==> src/logic/mips_config.svh <==
`ifndef MIPS_CONFIG_SVH
`define MIPS_CONFIG_SVH

`define MIPS_WORD_W      32
`define MIPS_REG_ADDR_W  5
`define MIPS_LINK_REG    31

`define MIPS_OP_SPECIAL  6'b000000
`define MIPS_OP_REGIMM   6'b000001
`define MIPS_OP_ORI      6'b001101
`define MIPS_OP_ANDI     6'b001100
`define MIPS_OP_XORI     6'b001110
`define MIPS_OP_LUI      6'b001111
`define MIPS_OP_ADDI     6'b001000
`define MIPS_OP_ADDIU    6'b001001
`define MIPS_OP_J        6'b000010
`define MIPS_OP_JAL      6'b000011
`define MIPS_OP_BEQ      6'b000100
`define MIPS_OP_BNE      6'b000101
`define MIPS_OP_BLEZ     6'b000110
`define MIPS_OP_BGTZ     6'b000111

`define MIPS_FN_OR       6'b100101
`define MIPS_FN_AND      6'b100100
`define MIPS_FN_XOR      6'b100110
`define MIPS_FN_SLL      6'b000000
`define MIPS_FN_SRL      6'b000010
`define MIPS_FN_SRA      6'b000011
`define MIPS_FN_SLLV     6'b000100
`define MIPS_FN_SRLV     6'b000110
`define MIPS_FN_SRAV     6'b000111
`define MIPS_FN_SLT      6'b101010
`define MIPS_FN_ADD      6'b100000
`define MIPS_FN_ADDU     6'b100001
`define MIPS_FN_SUB      6'b100010
`define MIPS_FN_JR       6'b001000
`define MIPS_FN_JALR     6'b001001

`define MIPS_RT_BLTZ     5'b00000
`define MIPS_RT_BGEZ     5'b00001

`endif

==> src/logic/mips_pkg.sv <==
`include "mips_config.svh"

package mips_pkg;

  typedef logic [`MIPS_WORD_W-1:0]     word_t;
  typedef logic [`MIPS_REG_ADDR_W-1:0] reg_addr_t;

  typedef struct packed {
    logic [5:0] op;
    reg_addr_t  rs;
    reg_addr_t  rt;
    reg_addr_t  rd;
    logic [4:0] shamt;
    logic [5:0] funct;
  } r_fields_t;

  typedef struct packed {
    logic [5:0]  op;
    reg_addr_t   rs;
    reg_addr_t   rt;
    logic [15:0] imm16;
  } i_fields_t;

  typedef struct packed {
    logic [5:0]  op;
    logic [25:0] target26;
  } j_fields_t;

  // one instruction word, viewed per format
  typedef union packed {
    r_fields_t r;
    i_fields_t i;
    j_fields_t j;
    word_t     raw;
  } inst_word_u;

  typedef enum logic [4:0] {
    ALU_NOP, ALU_OR, ALU_AND, ALU_XOR, ALU_SLL, ALU_SRL, ALU_SRA, ALU_SLT,
    ALU_ADD, ALU_ADDU, ALU_SUB, ALU_ADDI, ALU_ADDIU, ALU_J, ALU_JAL, ALU_JR,
    ALU_JALR, ALU_BEQ, ALU_BNE, ALU_BGTZ, ALU_BLEZ, ALU_BGEZ, ALU_BLTZ
  } alu_op_e;

  typedef enum logic [2:0] {
    SEL_NOP, SEL_LOGIC, SEL_SHIFT, SEL_ARITH, SEL_JUMP_BRANCH
  } alu_sel_e;

  typedef enum logic [3:0] {
    BR_NONE, BR_JUMP_IMM, BR_JUMP_REG, BR_EQ, BR_NE, BR_GTZ, BR_LEZ, BR_GEZ, BR_LTZ
  } branch_kind_e;

endpackage

==> src/logic/inst_decoder.sv <==
`timescale 1ns/1ps
`include "mips_config.svh"

module inst_decoder import mips_pkg::*; (
  input  logic         reset_i,
  input  inst_word_u   inst_i,
  output alu_op_e      aluop_o,
  output alu_sel_e     alusel_o,
  output reg_addr_t    wd_o,
  output logic         wreg_o,
  output logic         reg1_read_o,
  output logic         reg2_read_o,
  output reg_addr_t    reg1_addr_o,
  output reg_addr_t    reg2_addr_o,
  output word_t        imm_o,
  output branch_kind_e branch_kind_o,
  output logic         link_o,
  output logic         inst_valid_o
);

  logic shift_imm; // sll/srl/sra use shamt as operand 1

  always_comb begin
    aluop_o       = ALU_NOP;
    alusel_o      = SEL_NOP;
    wd_o          = inst_i.r.rd;
    wreg_o        = 1'b0;
    reg1_read_o   = 1'b0;
    reg2_read_o   = 1'b0;
    reg1_addr_o   = inst_i.r.rs;
    reg2_addr_o   = inst_i.r.rt;
    imm_o         = '0;
    branch_kind_o = BR_NONE;
    link_o        = 1'b0;
    inst_valid_o  = 1'b0;
    shift_imm     = 1'b0;
    if (reset_i) begin
      wd_o         = '0;
      reg1_addr_o  = '0;
      reg2_addr_o  = '0;
      inst_valid_o = 1'b1; // bubble, not an illegal word
    end else begin
      case (inst_i.r.op)
        `MIPS_OP_SPECIAL: begin
          case (inst_i.r.funct)
            `MIPS_FN_OR:   alusel_o = SEL_LOGIC;
            `MIPS_FN_AND:  alusel_o = SEL_LOGIC;
            `MIPS_FN_XOR:  alusel_o = SEL_LOGIC;
            `MIPS_FN_SLT:  alusel_o = SEL_ARITH;
            `MIPS_FN_ADD:  alusel_o = SEL_ARITH;
            `MIPS_FN_ADDU: alusel_o = SEL_ARITH;
            `MIPS_FN_SUB:  alusel_o = SEL_ARITH;
            `MIPS_FN_SLL, `MIPS_FN_SRL, `MIPS_FN_SRA,
            `MIPS_FN_SLLV, `MIPS_FN_SRLV, `MIPS_FN_SRAV: begin
              shift_imm = !inst_i.r.funct[2];
              if (!shift_imm || inst_i.raw[31:21] == '0) begin
                alusel_o = SEL_SHIFT;
                imm_o    = shift_imm ? word_t'(inst_i.r.shamt) : '0;
              end
            end
            `MIPS_FN_JR: begin
              alusel_o      = SEL_JUMP_BRANCH;
              branch_kind_o = BR_JUMP_REG;
            end
            `MIPS_FN_JALR: begin
              alusel_o      = SEL_JUMP_BRANCH;
              branch_kind_o = BR_JUMP_REG;
              link_o        = 1'b1; // link into rd
            end
            default: ;
          endcase
          case (inst_i.r.funct)
            `MIPS_FN_OR:                 aluop_o = ALU_OR;
            `MIPS_FN_AND:                aluop_o = ALU_AND;
            `MIPS_FN_XOR:                aluop_o = ALU_XOR;
            `MIPS_FN_SLT:                aluop_o = ALU_SLT;
            `MIPS_FN_ADD:                aluop_o = ALU_ADD;
            `MIPS_FN_ADDU:               aluop_o = ALU_ADDU;
            `MIPS_FN_SUB:                aluop_o = ALU_SUB;
            `MIPS_FN_SLL, `MIPS_FN_SLLV: aluop_o = ALU_SLL;
            `MIPS_FN_SRL, `MIPS_FN_SRLV: aluop_o = ALU_SRL;
            `MIPS_FN_SRA, `MIPS_FN_SRAV: aluop_o = ALU_SRA;
            `MIPS_FN_JR:                 aluop_o = ALU_JR;
            `MIPS_FN_JALR:               aluop_o = ALU_JALR;
            default: ;
          endcase
          if (alusel_o != SEL_NOP) begin
            inst_valid_o = 1'b1;
            wreg_o       = (inst_i.r.funct != `MIPS_FN_JR);
            reg1_read_o  = !shift_imm;
            reg2_read_o  = (alusel_o != SEL_JUMP_BRANCH);
          end else begin
            aluop_o = ALU_NOP; // illegal shift form
          end
        end
        `MIPS_OP_ORI, `MIPS_OP_ANDI, `MIPS_OP_XORI,
        `MIPS_OP_LUI, `MIPS_OP_ADDI, `MIPS_OP_ADDIU: begin
          wd_o         = inst_i.i.rt;
          wreg_o       = 1'b1;
          reg1_read_o  = 1'b1;
          inst_valid_o = 1'b1;
          alusel_o     = SEL_LOGIC;
          aluop_o      = ALU_OR; // ori, lui
          imm_o        = {16'h0, inst_i.i.imm16};
          case (inst_i.i.op)
            `MIPS_OP_ANDI: aluop_o = ALU_AND;
            `MIPS_OP_XORI: aluop_o = ALU_XOR;
            `MIPS_OP_LUI:  imm_o = {inst_i.i.imm16, 16'h0};
            `MIPS_OP_ADDI, `MIPS_OP_ADDIU: begin
              alusel_o = SEL_ARITH;
              aluop_o  = (inst_i.i.op == `MIPS_OP_ADDI) ? ALU_ADDI : ALU_ADDIU;
              imm_o    = {{16{inst_i.i.imm16[15]}}, inst_i.i.imm16};
            end
            default: ;
          endcase
        end
        `MIPS_OP_J, `MIPS_OP_JAL: begin
          alusel_o      = SEL_JUMP_BRANCH;
          branch_kind_o = BR_JUMP_IMM;
          inst_valid_o  = 1'b1;
          aluop_o       = ALU_J;
          if (inst_i.j.op == `MIPS_OP_JAL) begin
            aluop_o = ALU_JAL;
            wreg_o  = 1'b1;
            wd_o    = reg_addr_t'(`MIPS_LINK_REG);
            link_o  = 1'b1;
          end
        end
        `MIPS_OP_BEQ, `MIPS_OP_BNE, `MIPS_OP_BLEZ, `MIPS_OP_BGTZ: begin
          alusel_o     = SEL_JUMP_BRANCH;
          reg1_read_o  = 1'b1;
          inst_valid_o = 1'b1;
          case (inst_i.i.op)
            `MIPS_OP_BEQ: begin
              aluop_o       = ALU_BEQ;
              branch_kind_o = BR_EQ;
              reg2_read_o   = 1'b1;
            end
            `MIPS_OP_BNE: begin
              aluop_o       = ALU_BNE;
              branch_kind_o = BR_NE;
              reg2_read_o   = 1'b1;
            end
            `MIPS_OP_BLEZ: begin
              aluop_o       = ALU_BLEZ;
              branch_kind_o = BR_LEZ;
            end
            default: begin
              aluop_o       = ALU_BGTZ;
              branch_kind_o = BR_GTZ;
            end
          endcase
        end
        `MIPS_OP_REGIMM: begin
          case (inst_i.i.rt)
            `MIPS_RT_BGEZ: begin
              aluop_o       = ALU_BGEZ;
              branch_kind_o = BR_GEZ;
            end
            `MIPS_RT_BLTZ: begin
              aluop_o       = ALU_BLTZ;
              branch_kind_o = BR_LTZ;
            end
            default: ;
          endcase
          if (branch_kind_o != BR_NONE) begin
            alusel_o     = SEL_JUMP_BRANCH;
            reg1_read_o  = 1'b1;
            inst_valid_o = 1'b1;
          end
        end
        default: ;
      endcase
    end
  end

  // an unrecognised word must never reach write-back
  always_comb begin
    assert (inst_valid_o || !wreg_o)
      else $error("inst_decoder: write enable on invalid word %h", inst_i.raw);
  end

endmodule

==> src/logic/operand_select.sv <==
`timescale 1ns/1ps

module operand_select import mips_pkg::*; (
  input  logic      reset_i,
  input  logic      read_i,
  input  reg_addr_t addr_i,
  input  word_t     rf_data_i,
  input  word_t     imm_i,
  input  logic      ex_wreg_i,
  input  reg_addr_t ex_wd_i,
  input  word_t     ex_wdata_i,
  input  logic      mem_wreg_i,
  input  reg_addr_t mem_wd_i,
  input  word_t     mem_wdata_i,
  output word_t     operand_o
);

  logic ex_hit;
  logic mem_hit;

  assign ex_hit  = read_i && ex_wreg_i && (ex_wd_i == addr_i);
  assign mem_hit = read_i && mem_wreg_i && (mem_wd_i == addr_i);

  always_comb begin
    if (reset_i) begin
      operand_o = '0;
    end else if (ex_hit) begin
      operand_o = ex_wdata_i; // youngest result wins
    end else if (mem_hit) begin
      operand_o = mem_wdata_i;
    end else if (read_i) begin
      operand_o = rf_data_i;
    end else begin
      operand_o = imm_i;
    end
  end

  // forwarding must not leak into an immediate operand
  always_comb begin
    assert (reset_i || read_i || operand_o == imm_i)
      else $error("operand_select: non-immediate operand with read disabled");
  end

endmodule

==> src/logic/branch_unit.sv <==
`timescale 1ns/1ps
`include "mips_config.svh"

module branch_unit import mips_pkg::*; (
  input  logic         clk,
  input  logic         reset_i,
  input  word_t        pc_i,
  input  inst_word_u   inst_i,
  input  branch_kind_e branch_kind_i,
  input  logic         link_i,
  input  word_t        reg1_i,
  input  word_t        reg2_i,
  output logic         branch_flag_o,
  output word_t        branch_target_o,
  output word_t        link_addr_o,
  output logic         next_inst_in_delayslot_o,
  output logic         is_in_delayslot_o
);

  word_t pc_plus_4;
  word_t pc_plus_8;
  word_t branch_offset;
  logic  cond_met;

  assign pc_plus_4     = pc_i + word_t'(4);
  assign pc_plus_8     = pc_i + word_t'(8);
  assign branch_offset = {{14{inst_i.i.imm16[15]}}, inst_i.i.imm16, 2'b00};

  always_comb begin
    case (branch_kind_i)
      BR_EQ:   cond_met = (reg1_i == reg2_i);
      BR_NE:   cond_met = (reg1_i != reg2_i);
      BR_GTZ:  cond_met = !reg1_i[`MIPS_WORD_W-1] && (reg1_i != '0);
      BR_LEZ:  cond_met = reg1_i[`MIPS_WORD_W-1] || (reg1_i == '0);
      BR_GEZ:  cond_met = !reg1_i[`MIPS_WORD_W-1];
      BR_LTZ:  cond_met = reg1_i[`MIPS_WORD_W-1];
      default: cond_met = 1'b0; // jumps and none
    endcase
  end

  always_comb begin
    branch_flag_o   = 1'b0;
    branch_target_o = '0;
    if (branch_kind_i == BR_JUMP_IMM) begin
      branch_flag_o   = 1'b1;
      branch_target_o = {pc_plus_4[`MIPS_WORD_W-1 -: 4], inst_i.j.target26, 2'b00};
    end else if (branch_kind_i == BR_JUMP_REG) begin
      branch_flag_o   = 1'b1;
      branch_target_o = reg1_i;
    end else if (cond_met) begin
      branch_flag_o   = 1'b1;
      branch_target_o = pc_plus_4 + branch_offset;
    end
  end

  assign link_addr_o              = link_i ? pc_plus_8 : '0; // skip the delay slot
  assign next_inst_in_delayslot_o = branch_flag_o;

  always_ff @(posedge clk) begin
    if (reset_i) begin
      is_in_delayslot_o <= 1'b0;
    end else begin
      is_in_delayslot_o <= next_inst_in_delayslot_o;
    end
  end

  // a taken branch puts the following instruction in the delay slot
  assert property (@(posedge clk) disable iff (reset_i)
    branch_flag_o |=> is_in_delayslot_o);

  assert property (@(posedge clk) reset_i |=> !is_in_delayslot_o);

endmodule

==> src/logic/id_stage.sv <==
`timescale 1ns/1ps

module id_stage import mips_pkg::*; (
  input  logic       clk,
  input  logic       reset_i,
  input  word_t      pc_i,
  input  inst_word_u inst_i,
  input  word_t      reg1_data_i,
  input  word_t      reg2_data_i,
  input  logic       ex_wreg_i,
  input  reg_addr_t  ex_wd_i,
  input  word_t      ex_wdata_i,
  input  logic       mem_wreg_i,
  input  reg_addr_t  mem_wd_i,
  input  word_t      mem_wdata_i,
  output logic       reg1_read_o,
  output logic       reg2_read_o,
  output reg_addr_t  reg1_addr_o,
  output reg_addr_t  reg2_addr_o,
  output alu_op_e    aluop_o,
  output alu_sel_e   alusel_o,
  output word_t      reg1_o,
  output word_t      reg2_o,
  output reg_addr_t  wd_o,
  output logic       wreg_o,
  output logic       inst_valid_o,
  output logic       branch_flag_o,
  output word_t      branch_target_address_o,
  output word_t      link_addr_o,
  output logic       next_inst_in_delayslot_o,
  output logic       is_in_delayslot_o
);

  word_t        imm;
  branch_kind_e branch_kind;
  logic         link;

  inst_decoder u_decoder (
    .reset_i       (reset_i),
    .inst_i        (inst_i),
    .aluop_o       (aluop_o),
    .alusel_o      (alusel_o),
    .wd_o          (wd_o),
    .wreg_o        (wreg_o),
    .reg1_read_o   (reg1_read_o),
    .reg2_read_o   (reg2_read_o),
    .reg1_addr_o   (reg1_addr_o),
    .reg2_addr_o   (reg2_addr_o),
    .imm_o         (imm),
    .branch_kind_o (branch_kind),
    .link_o        (link),
    .inst_valid_o  (inst_valid_o)
  );

  operand_select u_operand1 (
    .reset_i     (reset_i),
    .read_i      (reg1_read_o),
    .addr_i      (reg1_addr_o),
    .rf_data_i   (reg1_data_i),
    .imm_i       (imm),
    .ex_wreg_i   (ex_wreg_i),
    .ex_wd_i     (ex_wd_i),
    .ex_wdata_i  (ex_wdata_i),
    .mem_wreg_i  (mem_wreg_i),
    .mem_wd_i    (mem_wd_i),
    .mem_wdata_i (mem_wdata_i),
    .operand_o   (reg1_o)
  );

  operand_select u_operand2 (
    .reset_i     (reset_i),
    .read_i      (reg2_read_o),
    .addr_i      (reg2_addr_o),
    .rf_data_i   (reg2_data_i),
    .imm_i       (imm),
    .ex_wreg_i   (ex_wreg_i),
    .ex_wd_i     (ex_wd_i),
    .ex_wdata_i  (ex_wdata_i),
    .mem_wreg_i  (mem_wreg_i),
    .mem_wd_i    (mem_wd_i),
    .mem_wdata_i (mem_wdata_i),
    .operand_o   (reg2_o)
  );

  branch_unit u_branch (
    .clk                      (clk),
    .reset_i                  (reset_i),
    .pc_i                     (pc_i),
    .inst_i                   (inst_i),
    .branch_kind_i            (branch_kind),
    .link_i                   (link),
    .reg1_i                   (reg1_o),
    .reg2_i                   (reg2_o),
    .branch_flag_o            (branch_flag_o),
    .branch_target_o          (branch_target_address_o),
    .link_addr_o              (link_addr_o),
    .next_inst_in_delayslot_o (next_inst_in_delayslot_o),
    .is_in_delayslot_o        (is_in_delayslot_o)
  );

endmodule

==> config.mk <==
export PLATFORM = sky130hd
export DESIGN_NAME = id_stage
export DESIGN_NICKNAME = d
export VERILOG_FILES = /design/src/logic/mips_pkg.sv /design/src/logic/inst_decoder.sv /design/src/logic/operand_select.sv /design/src/logic/branch_unit.sv /design/src/logic/id_stage.sv
export VERILOG_INCLUDE_DIRS = /design/src /design/src/logic
export SDC_FILE = /design/constraint.sdc
export NUM_CORES = 1
export LEC_CHECK = 0
export BUFFER_PORTS_ARGS = -buffer_cell sky130_fd_sc_hd__buf_2
export CAP_MARGIN = 20
export CORE_ASPECT_RATIO = 0.5
export CORE_MARGIN = 8
export CORE_UTILIZATION = 45
export CTS_BUF_LIST = sky130_fd_sc_hd__clkbuf_8
export DETAILED_ROUTE_END_ITERATION = 12
export PLACE_DENSITY = 0.84
export REMOVE_ABC_BUFFERS = 1
export SLEW_MARGIN = 20
export SYNTH_ARGS = -nofsm -noshare
export SYNTH_HDL_FRONTEND = slang
export SYNTH_SLANG_ARGS = --single-unit
==> constraint.sdc <==
create_clock -name clk -period 6.6 [get_ports clk]
set_clock_uncertainty 0.05 [all_clocks]
set_input_delay 1.32 -clock clk [delete_from_list [all_inputs] [get_ports clk]]
set_output_delay 1.32 -clock clk [all_outputs]
set_load 0.01 [all_outputs]
==> results of run 1 <==
-- cell usage after synthesis (9+ instances only) --
cell type / count
mux2i_1: 35
o221ai_1: 11
a21o_1: 23
or3_1: 15
xnor2_1: 58
o21ai_0: 72
ha_1: 31
mux2_2: 9
a211oi_1: 22
nor4_1: 24
and2_1: 20
nand3_1: 51
xor2_1: 49
nand4_1: 20
and3_1: 18
a21oi_1: 87
o21ai_1: 29
nand2_1: 110
clkbuf_1: 55
nor2b_1: 17
a22oi_1: 29
a211o_1: 10
nor2_1: 143
buf_2: 30
nor3_1: 31
inv_1: 47
a31oi_1: 28
nand2b_1: 12
-- cell usage in the layout (no fill, tap or decap), types with 9 or more instances in the layout --
master / synthesis / routed
nor4_1: 24 / 20
a211o_1: 10 / 10
inv_1: 47 / 47
buf_12: 0 / 10
o21ai_2: 1 / 23
nand2b_1: 12 / 12
a21oi_1: 87 / 80
ha_1: 31 / 31
a22oi_1: 29 / 28
a31oi_1: 28 / 23
buf_4: 1 / 316
nand2_1: 110 / 108
or3_1: 15 / 14
nor2_1: 143 / 142
a211oi_1: 22 / 17
o21ai_0: 72 / 68
and3_1: 18 / 18
xnor2_1: 58 / 57
nand3_1: 51 / 49
mux2_2: 9 / 9
buf_2: 30 / 351
buf_6: 2 / 12
a21o_1: 23 / 23
nand4_1: 20 / 20
nor3_1: 31 / 27
mux2i_1: 35 / 35
nor2b_1: 17 / 15
xor2_1: 49 / 49
and2_1: 20 / 17
-- layout make-up --
class                           instances  area [um^2]  share of cell area, %
Multi-Input combinational cell       1104         7640                   60.0
Timing Repair Buffer                  696         4590                   36.1
Tap cell                              234          293                   2.30
Inverter                               48          183                   1.43
Sequential cell                         1         20.0                  0.157
Antenna cell                            2         5.00                 0.0393
-- report_power, final --
part           switching, W     internal [W]  leakage (nW)
Clock                     0  0.0000000000422     0.0000127
Sequential     0.0000000252       0.00000631       0.00808
Combinational      0.000432         0.000315          6.44
Total              0.000432         0.000321          6.45
-- per-layer routing --
layer	up-vias	track usage (%)	part of all wire, %
met5	-	3.57	0.24
met4	4	13.2	3.7
met3	201	17.3	18
met2	1309	63.5	40
met1	6227	58.3	39
li1	5858	-	-
-- worst max-delay path by stage --
stage	slack, ns	end	start
finish	-0.27	next_inst_in_delayslot_o	inst_i[19]
global route	-0.28	next_inst_in_delayslot_o	inst_i[21]
CTS	-0.11	next_inst_in_delayslot_o	inst_i[27]
detailed placement	-0.34	branch_target_address_o[26]	inst_i[18]
global placement	-0.27	branch_target_address_o[26]	inst_i[18]
floorplan	-1.57	branch_target_address_o[15]	inst_i[24]
-- per-stage QoR --
stage,instances,power (W),hold slack [ns],utilization (%),setup slack [ns]
2_1_floorplan,1153,0.000298,1.57,-,-1.57
3_5_place_dp,2063,0.000661,1.67,69.6,-0.340
6_report,2085,0.000753,1.67,74.4,-0.271
3_3_place_gp,2063,0.000654,1.67,69.6,-0.275
5_1_grt,2083,0.000783,1.68,74.4,-0.279
4_1_cts,2078,0.000692,1.67,72.2,-0.107
-- logic make-up after synthesis --
logic type	synth area share [%]
compound gates	36.9
xor+xnor	12.1
buf+inv	7.71
mux	5.84
flops	0.259
simple gates	31.9
fa+ha+maj	5.27
-- timing repair --
action,in CTS,in global routing
pin swaps,19,35
gates resized for setup,60,67
gates cloned,0,2
buffers inserted,23,6
endpoints found under the setup margin,34,34
==> Flow_metrics.wiki, run 1 <==
{| class="wikitable"
! Metric !! Value
|-
| Synth top area cells || nor2_1 (6.9%), xnor2_1 (6.6%), a21oi_1 (5.6%)
|-
| Run status || finished, violations left
|-
| Static leakage || 6.45 nW
|-
| Crit Path Category || input port to output port
|-
| Number of unique standard cell types used by synthesis || 86
|-
| Mapped Area || just under 0.008 mm^2
|-
| Buffers and inverters on the worst path || 5
|-
| Biggest registers after layout || u_branch.is_in_delayslot_o: 1 flops
|-
| Synthesis-stage register bit count || 1
|-
| Number of vias after detailed routing || 13600
|-
| Data required time of the worst path || 5.23 ns
|-
| Stages on worst setup path || 18
|-
| Die extent in y || 109 um
|-
| Setup violations, final || 34
|-
| Hold Path Stages || 1
|-
| Number of nets at the end of the flow || about 2100
|-
| Final std cell area, no fill || roughly 0.013 mm^2
|-
| Post-synthesis instance total || about 1200
|-
| Final routed wirelength across all metal layers || 52900 um
|-
| Fin Setup TNS || -6.91 ns
|-
| Post-synthesis average cell area || just over 6 um^2
|-
| Pin count of the biggest net entering global routing || 39
|-
| Iteration-0 DRC Markers || 2117
|-
| Number of global-route vias before repair || between 10000 and 15000
|-
| Critical path cell sequence || buf_2 > or4b_4 > nor3_4 > o41ai_2 > a41o_1 > or2_4 > buf_6 > buf_12 > a211oi_4 > or3b_1 > nand3_1 > nand4_1 > nor4_4 > a2111oi_4 > buf_4 > or3_4 > or3_4 > buf_6
|-
| Routability-driven placement congestion ratio || 1.11
|-
| DRC Markers || 0
|-
| Fraction of registers with async set or reset after synthesis || 0%
|-
| Fraction of synthesized cell area taken by the top area cell type || approximately 6.9%
|-
| Number of synthesized flops with an enable pin || 0
|-
| Number of top-level design ports || ~360
|-
| Antenna Nets Post-Route || 0
|-
| Delay-heaviest family, CP || simple AND/OR/NAND/NOR gates
|-
| Min-Delay Path Class || flip-flop to output port
|-
| Endpoints failing hold || 0
|-
| Row cnt || 34
|-
| RSZ-0062 raised after global routing || yes
|-
| Layout overhead on the synthesized area || 64.5%
|-
| Critical Path Max Stage Delay || roughly 0.52 ns
|-
| Nature of the critical path startpoint || input port
|-
| Register bank with the most flops || u_branch.is_in_delayslot_o
|-
| CTS clk-pin slew, worst paths || 0 ns
|-
| Effective utilization at floorplan || 45.3%
|-
| P per Cell Area || approximately 59 mW/mm^2
|-
| Routed via count divided by cell count || 6.52
|-
| Arrival time of the worst setup path || approximately 5.5 ns
|-
| First-pass GRT wire length || about 75000 um
|-
| End of the worst hold path || is_in_delayslot_o
|-
| Library cell with the largest summed area after synthesis || nor2_1
|-
| Global Route Usage Sum || 43.7%
|-
| Primary flip-flop cell chosen by synthesis mapping || dfxtp_1
|-
| Global route total overflow || 0
|-
| Worst setup margin || -0.271 ns
|-
| Endpoint class of the critical path || output port
|-
| Peak ir drop on the vdd network || 42.7 uV
|-
| Hold buffer count at cts || 0
|-
| Relative slew margins || between 30 and 40%
|-
| CP max FO || 4
|-
| First drt pass iteration count || 6
|-
| Number of fill cells in the layout || 1419
|-
| CORE AREA || 0.0171 mm^2
|-
| Part of the Yosys area used for sequential elements || 0.259%
|-
| Die ar. || 0.0219 mm^2
|-
| Fin. max-slew vios || 0
|-
| Tmin final || ~7 ns
|-
| Worst slew pin tran || around 1.0 ns
|-
| HPWL Detailed || roughly 44000 um
|-
| Violations in the final reports || negative setup slack
|-
| Width of the chip || around 200 um
|-
| Highest Clock Rate || ~0.15 GHz
|-
| Initial antenna violation count || 1
|-
| Cell with the largest stage delay on the worst path || or4b_4
|-
| Average wire length per cell after detail routing || approximately 25 um
|-
| PortBufs || between 300 and 400
|-
| Maximum capacitance violations || 0
|-
| Largest register FFs || 1
|-
| Share of final-layout standard cells stronger than drive strength 1 || between 40% and 50%
|-
| Final cycle utilization of the critical path || 104%
|-
| Hold path start || u_branch.is_in_delayslot_o$_SDFF_PP0_
|-
| Yosys warning count || 0
|-
| Cell area after placement || between 0.01 and 0.015 mm^2
|}
Power figures use the tool's default switching activity.
==> run 2, diff against run 1 <==
--- a/config.mk
+++ b/config.mk
@@ -6,14 +6,17 @@
 export SDC_FILE = /design/constraint.sdc
 export NUM_CORES = 1
 export LEC_CHECK = 0
+export ABC_CLOCK_PERIOD_IN_PS = 6600
 export BUFFER_PORTS_ARGS = -buffer_cell sky130_fd_sc_hd__buf_2
 export CAP_MARGIN = 20
+export CELL_PAD_IN_SITES_DETAIL_PLACEMENT = 0
+export CELL_PAD_IN_SITES_GLOBAL_PLACEMENT = 1
 export CORE_ASPECT_RATIO = 0.5
 export CORE_MARGIN = 8
-export CORE_UTILIZATION = 45
+export CORE_UTILIZATION = 33
 export CTS_BUF_LIST = sky130_fd_sc_hd__clkbuf_8
 export DETAILED_ROUTE_END_ITERATION = 12
-export PLACE_DENSITY = 0.84
+export PLACE_DENSITY = 0.91
 export REMOVE_ABC_BUFFERS = 1
 export SLEW_MARGIN = 20
 export SYNTH_ARGS = -nofsm -noshare
==> run 2 against run 1 <==
  * The run still ends with negative setup slack left
  * Hold slack got worse by 0.0033 ns
  * Die area up 32%
  * First-iteration DRC count fell by 17%
  * Global-route usage decreased by 14 points
  * Fmax increased by 3.7%
  * Flip-flop and latch count stayed put
  * Via count down 7.4%
  * Utilization is 23 points lower
  * Setup slack better by 0.25 ns
==> Flow_metrics.wiki, run 2 (synthesized netlist as in run 1, its figures left out) <==
{| class="wikitable"
! Metric !! Value
|-
| Number of nets at the end of the flow || 1988 (was 2089)
|-
| Number of top-level design ports || 364 (unchanged)
|-
| Endpoint class of the critical path || output port (unchanged)
|-
| Width of the chip || 233 um (was 201 um)
|-
| Global Route Usage Sum || 29.2% (was 43.7%)
|-
| Data required time of the worst path || 5.23 ns (about the same)
|-
| Final std cell area, no fill || 0.0119 mm^2 (was 0.0127 mm^2)
|-
| CORE AREA || 0.0229 mm^2 (was 0.0171 mm^2)
|-
| Run status || finished, violations left (unchanged)
|-
| Final cycle utilization of the critical path || 100% (was 104%)
|-
| Fin Setup TNS || -0.0631 ns (was -6.91 ns)
|-
| RSZ-0062 raised after global routing || yes (unchanged)
|-
| P per Cell Area || 58.0 mW/mm^2 (was 59.2 mW/mm^2)
|-
| Peak ir drop on the vdd network || 22.9 uV (was 42.7 uV)
|-
| Global route total overflow || 0 (unchanged)
|-
| Number of vias after detailed routing || 12600 (was 13600)
|-
| Largest register FFs || 1 (unchanged)
|-
| CTS clk-pin slew, worst paths || 0 ns (about the same)
|-
| Overall power consumption || 0.000688 W (was 0.000753 W)
|-
| DRC Markers || 0 (unchanged)
|-
| Biggest registers after layout || u_branch.is_in_delayslot_o: 1 flops (unchanged)
|-
| First-pass GRT wire length || 68300 um (was 75300 um)
|-
| Fin util || 51.7% (was 74.4%)
|-
| Cell area after placement || 0.0113 mm^2 (was 0.0119 mm^2)
|-
| Switching share of total power || 57.6% (was 57.3%)
|-
| Sequential cell fraction of total power || 0.9% (was 0.8%)
|-
| Final worst hold slack || 1.67 ns (about the same)
|-
| Relative slew margins || 35.3% (was 30.7%)
|-
| HPWL Detailed || 38900 um (was 43600 um)
|-
| Pin count of the biggest net entering global routing || 31 (was 39)
|-
| Maximum capacitance violations || 0 (unchanged)
|-
| Setup violations, final || 3 (was 34)
|-
| Routed via count divided by cell count || 6.11 (was 6.52)
|-
| Fraction of power consumed by the clock network || 0% (about the same)
|-
| Hold Path Stages || 1 (unchanged)
|-
| P_int || 0.000291 W (was 0.000321 W)
|-
| CP max FO || 15 (was 4)
|-
| Violations in the final reports || negative setup slack (unchanged)
|-
| PortBufs || 363 (unchanged)
|-
| Effective utilization at floorplan || 33.7% (was 45.3%)
|-
| Nature of the critical path startpoint || input port (unchanged)
|-
| Hold path start || u_branch.is_in_delayslot_o$_SDFF_PP0_ (unchanged)
|-
| Power dissipated by switching net loads || 0.000397 W (was 0.000432 W)
|-
| Endpoints failing hold || 0 (unchanged)
|-
| Number of global-route vias before repair || 11600 (was 12700)
|-
| Final routed wirelength across all metal layers || 47100 um (was 52900 um)
|-
| Highest Clock Rate || 0.151 GHz (was 0.146 GHz)
|-
| Antenna Nets Post-Route || 0 (unchanged)
|-
| Die ar. || 0.0289 mm^2 (was 0.0219 mm^2)
|-
| Row cnt || 39 (was 34)
|-
| Worst slew pin tran || 0.967 ns (was 1.03 ns)
|-
| End of the worst hold path || is_in_delayslot_o (unchanged)
|-
| First drt pass iteration count || 5 (was 6)
|-
| Share of final-layout standard cells stronger than drive strength 1 || 40.0% (was 44.2%)
|-
| Layout overhead on the synthesized area || 53.2% (was 64.5%)
|-
| Initial antenna violation count || 6 (was 1)
|-
| Iteration-0 DRC Markers || 1755 (was 2117)
|-
| Fin. max-slew vios || 0 (unchanged)
|-
| Die extent in y || 124 um (was 109 um)
|-
| Most common cell after layout, fill and taps aside || buf_2 (unchanged)
|-
| Static leakage || 5.86 nW (was 6.45 nW)
|-
| Most used cells in the layout excluding fill and tap cells || buf_2 (360), buf_4 (219), nor2_1 (142) (was buf_2 (351), buf_4 (316), nor2_1 (142))
|-
| Register bank with the most flops || u_branch.is_in_delayslot_o (unchanged)
|-
| Worst setup margin || -0.0261 ns (was -0.271 ns)
|-
| Crit Path Category || input port to output port (unchanged)
|-
| Tmin final || 6.63 ns (was 6.87 ns)
|-
| Number of fill cells in the layout || 2396 (was 1419)
|-
| Average wire length per cell after detail routing || 22.8 um (was 25.4 um)
|-
| Routability-driven placement congestion ratio || 1.08 (was 1.11)
|-
| Relative contribution of combinational cells to total power || 99.1% (was 99.2%)
|-
| Arrival time of the worst setup path || 5.26 ns (was 5.50 ns)
|-
| Min-Delay Path Class || flip-flop to output port (unchanged)
|}
## run 2: power groups by stage
stage	clock, W	sequential (W)	combinational [W]
final	0.000000000122	0.00000633	0.000682
after global routing	0.000000000122	0.00000634	0.000718
after CTS	0	0.00000633	0.000640
after detailed placement	0	0.00000633	0.000625
after global placement	0	0.00000633	0.000621
after floorplan	0	0.00000642	0.000292
## run 2: critical path, cell delays in order
cell	delay, ns
buf_2	0.11
or4b_4	0.56
nor3_4	0.16
o41ai_1	0.10
a41o_1	0.28
or2_4	0.31
inv_6	0.11
buf_4	0.16
nand2_1	0.08
nor4_2	0.27
o2111a_1	0.20
nand4_1	0.18
nor4_4	0.36
and4_2	0.33
nor3_4	0.06
buf_4	0.15
buf_12	0.14
o221ai_1	0.19
buf_2	0.18
## run 2: how the worst max path moves through the flow
stage / slack, ns / start / to
floorplan: -1.57 / inst_i[24] / branch_target_address_o[15]
finish: -0.03 / inst_i[27] / branch_target_address_o[26]
detailed placement: -0.24 / inst_i[27] / branch_target_address_o[26]
CTS: -0.01 / inst_i[27] / branch_flag_o
global route: -0.13 / pc_i[3] / branch_target_address_o[31]
global placement: -0.19 / inst_i[1] / branch_target_address_o[26]
## run 2: layout make-up
cell class	count	area [um^2]	area share (%)
Tap cell	307	384	3.24
Sequential cell	1	20.0	0.169
Antenna cell	6	15.0	0.127
Timing Repair Buffer	594	3690	31.2
Inverter	48	185	1.56
Multi-Input combinational cell	1105	7560	63.7
## run 2: through the flow
stage | setup WS, ns | instances
after floorplan | -1.57 | 1153
after global placement | -0.187 | 2046
after detailed placement | -0.237 | 2046
after CTS | -0.0116 | 2050
after global routing | -0.134 | 2061
final | -0.0261 | 2061
## run 2: timing repair
item | CTS | global route
gates resized for setup | 31 | 61
pin swaps | 8 | 19
cloned | 0 | 1
endpoints found under the setup margin | 34 | 34
hold buffers | 0 | 0
buffers inserted | 4 | 4
## run 2: routing by layer
metal	vias to the layer above	GRT usage, %	routed length, um	share of wire (%)
met2	971	46.4	20500	44
met1	5735	37.6	18100	38
met3	224	5.53	5620	12
met5	-	0	0	0
li1	5656	-	-	-
met4	0	14.0	2830	6.0
